--- config.mk ---
export PLATFORM = sky130hd
export DESIGN_NAME = masku_top
export DESIGN_NICKNAME = d
export VERILOG_FILES = /design/src/masku_pkg.sv /design/src/masku_if.sv /design/src/masku_sequencer.sv /design/src/masku_alu.sv /design/src/masku_result_queue.sv /design/src/masku_top.sv
export VERILOG_INCLUDE_DIRS = /design/src
export SDC_FILE = /design/constraint.sdc
export NUM_CORES = 1
export LEC_CHECK = 0
export BUFFER_PORTS_ARGS = -buffer_cell sky130_fd_sc_hd__buf_2
export CAP_MARGIN = 10
export CORE_UTILIZATION = 49
export DETAILED_ROUTE_END_ITERATION = 16
export PLACE_DENSITY = 0.82
export SLEW_MARGIN = 25
export SYNTH_ARGS = -nofsm -noshare
export SYNTH_HDL_FRONTEND = slang
export SYNTH_SLANG_ARGS = --single-unit
--- constraint.sdc ---
create_clock -name clk_i -period 9.05 [get_ports clk_i]
set_input_delay 0 -clock clk_i [delete_from_list [all_inputs] [get_ports clk_i]]
set_output_delay 0 -clock clk_i [all_outputs]
set_load 0.01 [all_outputs]
--- src/masku_macros.svh ---
`ifndef MASKU_MACROS_SVH
`define MASKU_MACROS_SVH

// Elements per beat, also the data word width
`define MASKU_ELEN 64
// Largest vector length in elements
`define MASKU_VLEN 512
// Data words that make up one vector register
`define MASKU_WORDS_PER_VREG 8
// Entries in the result queue toward the register file
`define MASKU_RQ_DEPTH 2

// Field widths
`define MASKU_ID_W 3
`define MASKU_VREG_W 5
`define MASKU_ADDR_W 8
// Scalar result toward the dispatcher
`define MASKU_XLEN 32

`endif

--- src/masku_pkg.sv ---
`default_nettype none

`include "masku_macros.svh"

package masku_pkg;

  // One beat of data, one bit per element
  typedef logic [`MASKU_ELEN-1:0] elen_t;

  // Element count, wide enough for the full vector length
  typedef logic [$clog2(`MASKU_VLEN+1)-1:0] vlen_t;

  // Instruction id, register number, word address in the register file
  typedef logic [`MASKU_ID_W-1:0]   vid_t;
  typedef logic [`MASKU_VREG_W-1:0] vreg_t;
  typedef logic [`MASKU_ADDR_W-1:0] vaddr_t;

  // Scalar result of a population count
  typedef logic [`MASKU_XLEN-1:0] xlen_t;

  // Mask opcodes
  // Everything but VCPOP goes down the merge path
  typedef enum logic [3:0] {
    VMAND,
    VMNAND,
    VMANDN,
    VMXOR,
    VMOR,
    VMNOR,
    VMORN,
    VMXNOR,
    VCPOP
  } masku_op_e;

endpackage

`default_nettype wire

--- src/masku_if.sv ---
`timescale 1ns/1ps
`default_nettype none

`include "masku_macros.svh"

// Sequencer to ALU, the instruction being issued
interface masku_issue_if;
  import masku_pkg::*;

  logic                                         issue_valid;
  masku_op_e                                    op;
  logic                                         vm;
  vreg_t                                        vd;
  vid_t                                         id;
  // Elements still to issue
  vlen_t                                        remaining;
  // Word index inside the destination register
  logic [$clog2(`MASKU_WORDS_PER_VREG)-1:0]     beat_idx;
  // One pulse per consumed beat
  logic                                         fire;

  modport seq (output issue_valid, op, vm, vd, id, remaining, beat_idx, input fire);
  modport alu (input issue_valid, op, vm, vd, id, remaining, beat_idx, output fire);
endinterface

// ALU to result queue, one merged word per push
interface masku_push_if;
  import masku_pkg::*;

  logic   push;
  elen_t  wdata;
  vaddr_t addr;
  vid_t   id;
  logic   full;

  modport alu   (output push, wdata, addr, id, input full);
  modport queue (input push, wdata, addr, id, output full);
endinterface

`default_nettype wire

--- src/masku_sequencer.sv ---
`timescale 1ns/1ps
`default_nettype none

`include "masku_macros.svh"

module masku_sequencer (
  input  wire logic                clk_i,
  input  wire logic                rst_ni,
  // Instruction request
  input  wire logic                req_valid_i,
  output logic                     req_ready_o,
  input  masku_pkg::masku_op_e     op_i,
  input  masku_pkg::vlen_t         vl_i,
  input  wire logic                vm_i,
  input  masku_pkg::vreg_t         vd_i,
  input  masku_pkg::vid_t          id_i,
  // Toward the ALU
  masku_issue_if.seq               issue,
  // Result queue drained
  input  wire logic                queue_empty_i,
  // Completion
  output logic                     done_o,
  output masku_pkg::vid_t          done_id_o
);
  import masku_pkg::*;

  localparam vlen_t beat_elems = vlen_t'(`MASKU_ELEN);

  //////////////////////////////
  // Held instruction

  // Single-entry instruction queue
  logic      valid_q;
  masku_op_e op_q;
  logic      vm_q;
  vreg_t     vd_q;
  vid_t      id_q;

  // Progress of the held instruction
  vlen_t                                    remaining_q;
  logic [$clog2(`MASKU_WORDS_PER_VREG)-1:0] beat_idx_q;

  logic done_q;
  vid_t done_id_q;

  logic accept;
  logic last_beat;
  logic complete;

  // Stay closed through the done cycle
  assign req_ready_o = !valid_q && !done_q;
  assign accept      = req_valid_i && req_ready_o;

  // Beats stop once all elements are out
  assign issue.issue_valid = valid_q && (remaining_q != '0);
  assign issue.op          = op_q;
  assign issue.vm          = vm_q;
  assign issue.vd          = vd_q;
  assign issue.id          = id_q;
  assign issue.remaining   = remaining_q;
  assign issue.beat_idx    = beat_idx_q;

  //////////////////////////////
  // Completion

  assign last_beat = (remaining_q <= beat_elems);

  // VCPOP ends on its last fire
  // A merge ends once every word left the queue
  // vl of zero falls through both with no beat
  always_comb begin
    if (op_q == VCPOP) begin
      complete = valid_q && ((remaining_q == '0) || (issue.fire && last_beat));
    end else begin
      complete = valid_q && (remaining_q == '0) && queue_empty_i;
    end
  end

  always_ff @(posedge clk_i or negedge rst_ni) begin
    if (!rst_ni) begin
      valid_q     <= 1'b0;
      remaining_q <= '0;
      beat_idx_q  <= '0;
      done_q      <= 1'b0;
      done_id_q   <= '0;
    end else begin
      done_q <= complete;
      if (complete) begin
        valid_q   <= 1'b0;
        done_id_q <= id_q;
      end
      if (accept) begin
        valid_q     <= 1'b1;
        remaining_q <= vl_i;
        beat_idx_q  <= '0;
      end else if (issue.fire) begin
        // Saturate at zero on the tail beat
        remaining_q <= last_beat ? '0 : remaining_q - beat_elems;
        beat_idx_q  <= beat_idx_q + 1'b1;
      end
    end
  end

  // Instruction fields
  always_ff @(posedge clk_i) begin
    if (accept) begin
      op_q <= op_i;
      vm_q <= vm_i;
      vd_q <= vd_i;
      id_q <= id_i;
    end
  end

  assign done_o    = done_q;
  assign done_id_o = done_id_q;

  // ALU only consumes beats of an issued instruction
  a_fire_needs_issue : assert property (
    @(posedge clk_i) disable iff (!rst_ni) issue.fire |-> issue.issue_valid
  );

endmodule

`default_nettype wire

--- src/masku_alu.sv ---
`timescale 1ns/1ps
`default_nettype none

`include "masku_macros.svh"

module masku_alu (
  input  wire logic           clk_i,
  input  wire logic           rst_ni,
  masku_issue_if.alu          issue,
  masku_push_if.alu           push,
  // ALU result
  input  masku_pkg::elen_t    a_i,
  input  wire logic           a_valid_i,
  output logic                a_ready_o,
  // Old destination value
  input  masku_pkg::elen_t    b_i,
  input  wire logic           b_valid_i,
  output logic                b_ready_o,
  // Mask
  input  masku_pkg::elen_t    m_i,
  input  wire logic           m_valid_i,
  output logic                m_ready_o,
  // Scalar result toward the dispatcher
  output masku_pkg::xlen_t    scalar_o,
  output logic                scalar_valid_o,
  input  wire logic           scalar_ready_i
);
  import masku_pkg::*;

  localparam int unsigned elen  = `MASKU_ELEN;
  localparam int unsigned cnt_w = $clog2(elen) + 1;

  elen_t            len_en;
  elen_t            bit_en;
  elen_t            merged;
  elen_t            cpop_bits;
  logic [cnt_w-1:0] beat_cnt;
  logic             is_cpop;
  logic             mask_ok;
  logic             last_beat;
  logic             fire_merge;
  logic             fire_cpop;
  xlen_t            acc_q;
  xlen_t            acc_sum;
  xlen_t            scalar_q;
  logic             scalar_valid_q;

  //////////////////////////////
  // Bit enable and merge

  // Low min(remaining, ELEN) bits, then the mask when vm is low
  always_comb begin
    for (int i = 0; i < elen; i++) begin
      len_en[i] = (issue.remaining > vlen_t'(i));
    end
  end
  assign bit_en = len_en & (issue.vm ? '1 : m_i);

  // a where enabled, b kept elsewhere
  assign merged    = (a_i & bit_en) | (b_i & ~bit_en);
  assign cpop_bits = b_i & bit_en;

  always_comb begin
    beat_cnt = '0;
    for (int i = 0; i < elen; i++) begin
      beat_cnt = beat_cnt + cnt_w'(cpop_bits[i]);
    end
  end

  //////////////////////////////
  // Beat handshake

  assign is_cpop   = (issue.op == VCPOP);
  assign mask_ok   = issue.vm || m_valid_i;
  assign last_beat = (issue.remaining <= vlen_t'(elen));

  assign fire_merge = issue.issue_valid && !is_cpop && a_valid_i && b_valid_i && mask_ok &&
                      !push.full;
  // Stall while the previous count is still unread
  assign fire_cpop  = issue.issue_valid && is_cpop && b_valid_i && mask_ok && !scalar_valid_q;

  assign issue.fire = fire_merge || fire_cpop;
  assign a_ready_o  = fire_merge;
  assign b_ready_o  = issue.fire;
  assign m_ready_o  = issue.fire && !issue.vm;

  // Word goes to vd * words per register + beat
  assign push.push  = fire_merge;
  assign push.wdata = merged;
  assign push.addr  = vaddr_t'(issue.vd * `MASKU_WORDS_PER_VREG) + vaddr_t'(issue.beat_idx);
  assign push.id    = issue.id;

  //////////////////////////////
  // Popcount and scalar

  assign acc_sum = acc_q + xlen_t'(beat_cnt);

  always_ff @(posedge clk_i or negedge rst_ni) begin
    if (!rst_ni) begin
      acc_q          <= '0;
      scalar_valid_q <= 1'b0;
    end else begin
      if (scalar_valid_q && scalar_ready_i) begin
        scalar_valid_q <= 1'b0;
      end
      if (fire_cpop) begin
        // Last beat hands the total over and restarts the count
        acc_q <= last_beat ? '0 : acc_sum;
        if (last_beat) begin
          scalar_valid_q <= 1'b1;
        end
      end
    end
  end

  always_ff @(posedge clk_i) begin
    if (fire_cpop && last_beat) begin
      scalar_q <= acc_sum;
    end
  end

  assign scalar_o       = scalar_q;
  assign scalar_valid_o = scalar_valid_q;

  // Dispatcher sees a steady value until it takes it
  a_scalar_stable : assert property (
    @(posedge clk_i) disable iff (!rst_ni)
    scalar_valid_o && !scalar_ready_i |=> $stable(scalar_o)
  );

endmodule

`default_nettype wire

--- src/masku_result_queue.sv ---
`timescale 1ns/1ps
`default_nettype none

`include "masku_macros.svh"

module masku_result_queue (
  input  wire logic          clk_i,
  input  wire logic          rst_ni,
  masku_push_if.queue        push,
  output logic               queue_empty_o,
  // Register file write port
  output logic               result_req_o,
  output masku_pkg::vaddr_t  result_addr_o,
  output masku_pkg::vid_t    result_id_o,
  output masku_pkg::elen_t   result_wdata_o,
  input  wire logic          result_gnt_i
);
  import masku_pkg::*;

  localparam int unsigned depth = `MASKU_RQ_DEPTH;
  localparam int unsigned ptr_w = $clog2(depth);
  localparam int unsigned cnt_w = $clog2(depth + 1);

  //////////////////////////////
  // Storage

  elen_t  wdata_q [depth];
  vaddr_t addr_q  [depth];
  vid_t   id_q    [depth];

  logic [ptr_w-1:0] wr_ptr_q;
  logic [ptr_w-1:0] rd_ptr_q;
  logic [cnt_w-1:0] cnt_q;

  logic empty;
  logic pop;

  assign empty     = (cnt_q == '0);
  assign push.full = (cnt_q == cnt_w'(depth));
  assign pop       = result_req_o && result_gnt_i;

  always_ff @(posedge clk_i) begin
    if (push.push) begin
      wdata_q[wr_ptr_q] <= push.wdata;
      addr_q[wr_ptr_q]  <= push.addr;
      id_q[wr_ptr_q]    <= push.id;
    end
  end

  //////////////////////////////
  // Pointers and count

  always_ff @(posedge clk_i or negedge rst_ni) begin
    if (!rst_ni) begin
      wr_ptr_q <= '0;
      rd_ptr_q <= '0;
      cnt_q    <= '0;
    end else begin
      if (push.push) begin
        wr_ptr_q <= (wr_ptr_q == ptr_w'(depth - 1)) ? '0 : wr_ptr_q + 1'b1;
      end
      if (pop) begin
        rd_ptr_q <= (rd_ptr_q == ptr_w'(depth - 1)) ? '0 : rd_ptr_q + 1'b1;
      end
      // Push and pop together leave the count alone
      case ({push.push, pop})
        2'b10:   cnt_q <= cnt_q + 1'b1;
        2'b01:   cnt_q <= cnt_q - 1'b1;
        default: cnt_q <= cnt_q;
      endcase
    end
  end

  //////////////////////////////
  // Head toward the register file

  // Held until granted
  assign result_req_o   = !empty;
  assign result_addr_o  = addr_q[rd_ptr_q];
  assign result_id_o    = id_q[rd_ptr_q];
  assign result_wdata_o = wdata_q[rd_ptr_q];

  assign queue_empty_o = empty;

  // ALU holds merge beats back while the queue is full
  a_no_push_when_full : assert property (
    @(posedge clk_i) disable iff (!rst_ni) push.push |-> !push.full
  );

endmodule

`default_nettype wire

--- src/masku_top.sv ---
`timescale 1ns/1ps
`default_nettype none

module masku_top (
  input  wire logic              clk_i,
  input  wire logic              rst_ni,
  // Instruction from the sequencer
  input  wire logic              req_valid_i,
  output logic                   req_ready_o,
  input  masku_pkg::masku_op_e   op_i,
  input  masku_pkg::vlen_t       vl_i,
  input  wire logic              vm_i,
  input  masku_pkg::vreg_t       vd_i,
  input  masku_pkg::vid_t        id_i,
  // Operand beats
  input  masku_pkg::elen_t       a_i,
  input  wire logic              a_valid_i,
  output logic                   a_ready_o,
  input  masku_pkg::elen_t       b_i,
  input  wire logic              b_valid_i,
  output logic                   b_ready_o,
  input  masku_pkg::elen_t       m_i,
  input  wire logic              m_valid_i,
  output logic                   m_ready_o,
  // Register file writes
  output logic                   result_req_o,
  output masku_pkg::vaddr_t      result_addr_o,
  output masku_pkg::vid_t        result_id_o,
  output masku_pkg::elen_t       result_wdata_o,
  input  wire logic              result_gnt_i,
  // Scalar result toward the dispatcher
  output masku_pkg::xlen_t       scalar_o,
  output logic                   scalar_valid_o,
  input  wire logic              scalar_ready_i,
  // Completion
  output logic                   done_o,
  output masku_pkg::vid_t        done_id_o
);

  masku_issue_if issue_if ();
  masku_push_if  push_if ();

  logic queue_empty;

  // Input side
  masku_sequencer u_sequencer (
    .clk_i         (clk_i),
    .rst_ni        (rst_ni),
    .req_valid_i   (req_valid_i),
    .req_ready_o   (req_ready_o),
    .op_i          (op_i),
    .vl_i          (vl_i),
    .vm_i          (vm_i),
    .vd_i          (vd_i),
    .id_i          (id_i),
    .issue         (issue_if.seq),
    .queue_empty_i (queue_empty),
    .done_o        (done_o),
    .done_id_o     (done_id_o)
  );

  // Merge and popcount
  masku_alu u_alu (
    .clk_i          (clk_i),
    .rst_ni         (rst_ni),
    .issue          (issue_if.alu),
    .push           (push_if.alu),
    .a_i            (a_i),
    .a_valid_i      (a_valid_i),
    .a_ready_o      (a_ready_o),
    .b_i            (b_i),
    .b_valid_i      (b_valid_i),
    .b_ready_o      (b_ready_o),
    .m_i            (m_i),
    .m_valid_i      (m_valid_i),
    .m_ready_o      (m_ready_o),
    .scalar_o       (scalar_o),
    .scalar_valid_o (scalar_valid_o),
    .scalar_ready_i (scalar_ready_i)
  );

  // Output side toward the register file
  masku_result_queue u_result_queue (
    .clk_i          (clk_i),
    .rst_ni         (rst_ni),
    .push           (push_if.queue),
    .queue_empty_o  (queue_empty),
    .result_req_o   (result_req_o),
    .result_addr_o  (result_addr_o),
    .result_id_o    (result_id_o),
    .result_wdata_o (result_wdata_o),
    .result_gnt_i   (result_gnt_i)
  );

endmodule

`default_nettype wire

==> run metrics <==
outcome complete, but fails checks; failing checks negative setup slack; worst hold path type in2reg; WP data required 9450 ps; Fin Clk Skew 11.8 ps; top-area cell type share of the netlist area 0.411; Rel. slew slack 0.372; commonest cells after routing, fill and taps aside buf_2, edfxtp_1, buf_4, dlygate4sd3_1, mux2_2; fin nets 2171; Final WS setup -192 ps; number of flops mapped to enable cells by yosys between 150 and 200; highest cell delay on the worst timing path roughly 590 ps; Final Hold Vio Count 0; ANT nets after route 0; # setup viols final 31; Reg clk slew, reported paths 60 ps; worst skew pair latency ~540 ps; FF+latch count, synth 250; DRC Markers 0; GP Congestion 1.03; maximum clock path buffer count 3; Slew Limit Fails 0; Post-Syn Area between 10000 and 15000 sq um; Peak Freq 0.108 GHz; GRT Total Usage 0.350; MaxCap Viol Count 0; first-pass GRT wire length between 70 and 80 mm; total core area roughly 29000 sq um; P&R area growth vs syn 46.5%; worst reg2reg setup slack -190 ps; initial DRC count ~1600; WP buf/inv 9; Starting Density 0.497; clk root buf clkbuf_16; vias in the first global route roughly 13000; total gr overflow 0; clock buffers created by TritonCTS 27; multi-input logic area 7010 sq um; Worst setup EP type flop; RSZ-0062 raised after global routing yes; WL per Instance roughly 24 um; CP max stage cell fa_2; FFs w/ async S/R, synth 0.220; largest net degree at the start of global routing between 50 and 60; antenna violations before repair 16; number of core rows between 60 and 70; Via Count approximately 13000; CP Max Fanout 6; largest area contributor in the netlist edfxtp_1; sequential area share after synthesis 0.508; die span in x about 170 um; Top Ports 340; synth top area cells edfxtp_1, mux2_2, dfrtp_1; Sequential cell area roughly 7200 sq um; delay-heaviest family, CP adder cells; Mapped Cells 1189; Critical Path AT 9640 ps; Avg Inst Size Synth 12.0 sq um; Layout fillers around 1800; critical path class reg2reg; CTS sink count between 200 and 300; share of layout cells above drive strength 1 0.452; yosys warns 0; total die area between 20000 and 30000 sq um; commonest non-fill, non-tap cell in the layout buf_2; dpl hpwl approximately 37 mm; CTS tree done; measured slew at the worst slew-check pin around 940 ps; Cell variety after synth between 70 and 80; min Tclk post-route 9240 ps; drt total wl 54.3 mm; cell mode on critical path fa_1; CTS H-tree depth 1; Detailed Routing Iterations Pass 1 8; Die Y between 150 and 200 um; main flop type after synthesis edfxtp_1; vias per inst just under 6; Syn Nets ~1500; final period utilization 1.02; Fin Hold WS approximately 49 ps; IO Port Bufs between 300 and 400; Setup crit start kind flop
tightest hold or removal path, stage by stage:
cell,delay [ps]
buf_2,100
nor4bb_1,130
nand2_1,220
xnor2_1,90
stage by stage:
stage	worst slack, ps	TNS (ps)	std cells	instance area (sq um)	utilization
2_1_floorplan	24.2	0	1189	14300	-
3_3_place_gp	-240	-4700	2027	17500	0.612
3_5_place_dp	-420	-13680	2030	17600	0.615
4_1_cts	1.08	0	2243	20200	0.705
5_1_grt	-457	-14520	2281	20800	0.728
6_report	-192	-2880	2284	20800	0.728
synthesized netlist by cell type, types with 7 or more instances:
cell      number
and2_1        19
xor2_1        13
and3_1        10
a22o_1        14
edfxtp_1     195
o31ai_1        8
fa_1          55
a31oi_1       13
clkbuf_1      34
nand2_1       83
nor3_1         9
dfrtp_1       55
mux2_1         7
or4_1          7
a21oi_1       35
nor2_1        99
or2_2         15
inv_1         94
buf_2         12
xnor2_1       26
o211ai_1       8
mux2_2       135
nand3_1       28
o22ai_1       29
o221ai_1      18
o21ai_0       26
a21o_1         8
ha_1          27
kinds of logic after synthesis:
| kind of cell | Yosys count | synth area share |
|---|---|---|
| adders and majority gates | 82 | 0.101 |
| xor gates and xnor gates | 39 | 0.0240 |
| DFF | 250 | 0.508 |
| and+or+nand+nor | 319 | 0.111 |
| AOI/OAI and AO/OA | 209 | 0.102 |
| muxes | 142 | 0.112 |
| buffers and inverters | 148 | 0.0411 |
flip-flops by register name, summed over array words and instances, names as in the netlist:
name,cells
u_sequencer.valid_q,1
u_result_queue.wr_ptr_q,1
u_alu.scalar_o,32
u_sequencer.done_id_o,3
u_sequencer.done_o,1
u_alu.acc_q,32
u_result_queue.rd_ptr_q,1
u_result_queue.wdata_q,128
u_sequencer.issue.beat_idx,3
u_alu.scalar_valid_o,1
u_result_queue.id_q,6
u_result_queue.addr_q,16
u_sequencer.issue.remaining,10
u_sequencer.issue.vm,1
u_sequencer.issue.id,3
u_result_queue.cnt_q,2
u_sequencer.issue.vd,5
u_sequencer.issue.op,4
routing by layer:
| layer | up-vias | track usage | share of wire |
|---|---|---|---|
| li1 | 5714 | - | - |
| met1 | 6394 | 0.405 | 0.35 |
| met4 | 4 | 0.206 | 0.068 |
| met2 | 914 | 0.593 | 0.49 |
| met5 | - | 0 | 0.00028 |
| met3 | 272 | 0.0815 | 0.094 |
path summary, 6_finish.rpt:
path | start | end | depth (start not counted)
setup / recovery | u_sequencer.issue.remaining[8] | u_alu.acc_q[16] | 36
hold / removal | a_valid_i | u_result_queue.wr_ptr_q | 4
setup reg to reg | u_sequencer.issue.remaining[8] | u_alu.acc_q[16] | 36
hold reg to reg | u_sequencer.issue.vd[4] | u_result_queue.addr_q[1][7] | 0
max in group asynchronous | rst_ni | u_result_queue.rd_ptr_q | 3
min in group asynchronous | rst_ni | u_alu.acc_q[3] | 3
area by class of cell:
cell class                 instances  area share
antenna                           15     0.00180
clock buffer                      35      0.0348
clock inverter                    13     0.00438
inverter                          97      0.0176
multi-input combinational        791       0.336
sequential                       250       0.347
tap                              384      0.0230
timing repair buffer             699       0.235
repair_timing:
item                                   4_1_cts  5_1_grt
hold buffers                               158        0
setup endpoints to repair                   54       55
endpoints found under the hold margin      210        0
gates resized for setup                     30      106
buffers inserted                             7       26
pin swaps                                   11       65
Power is left out: the tool's default activity adds up to more than one toggle a clock period on the data nets, which glitch-free logic cannot reach.
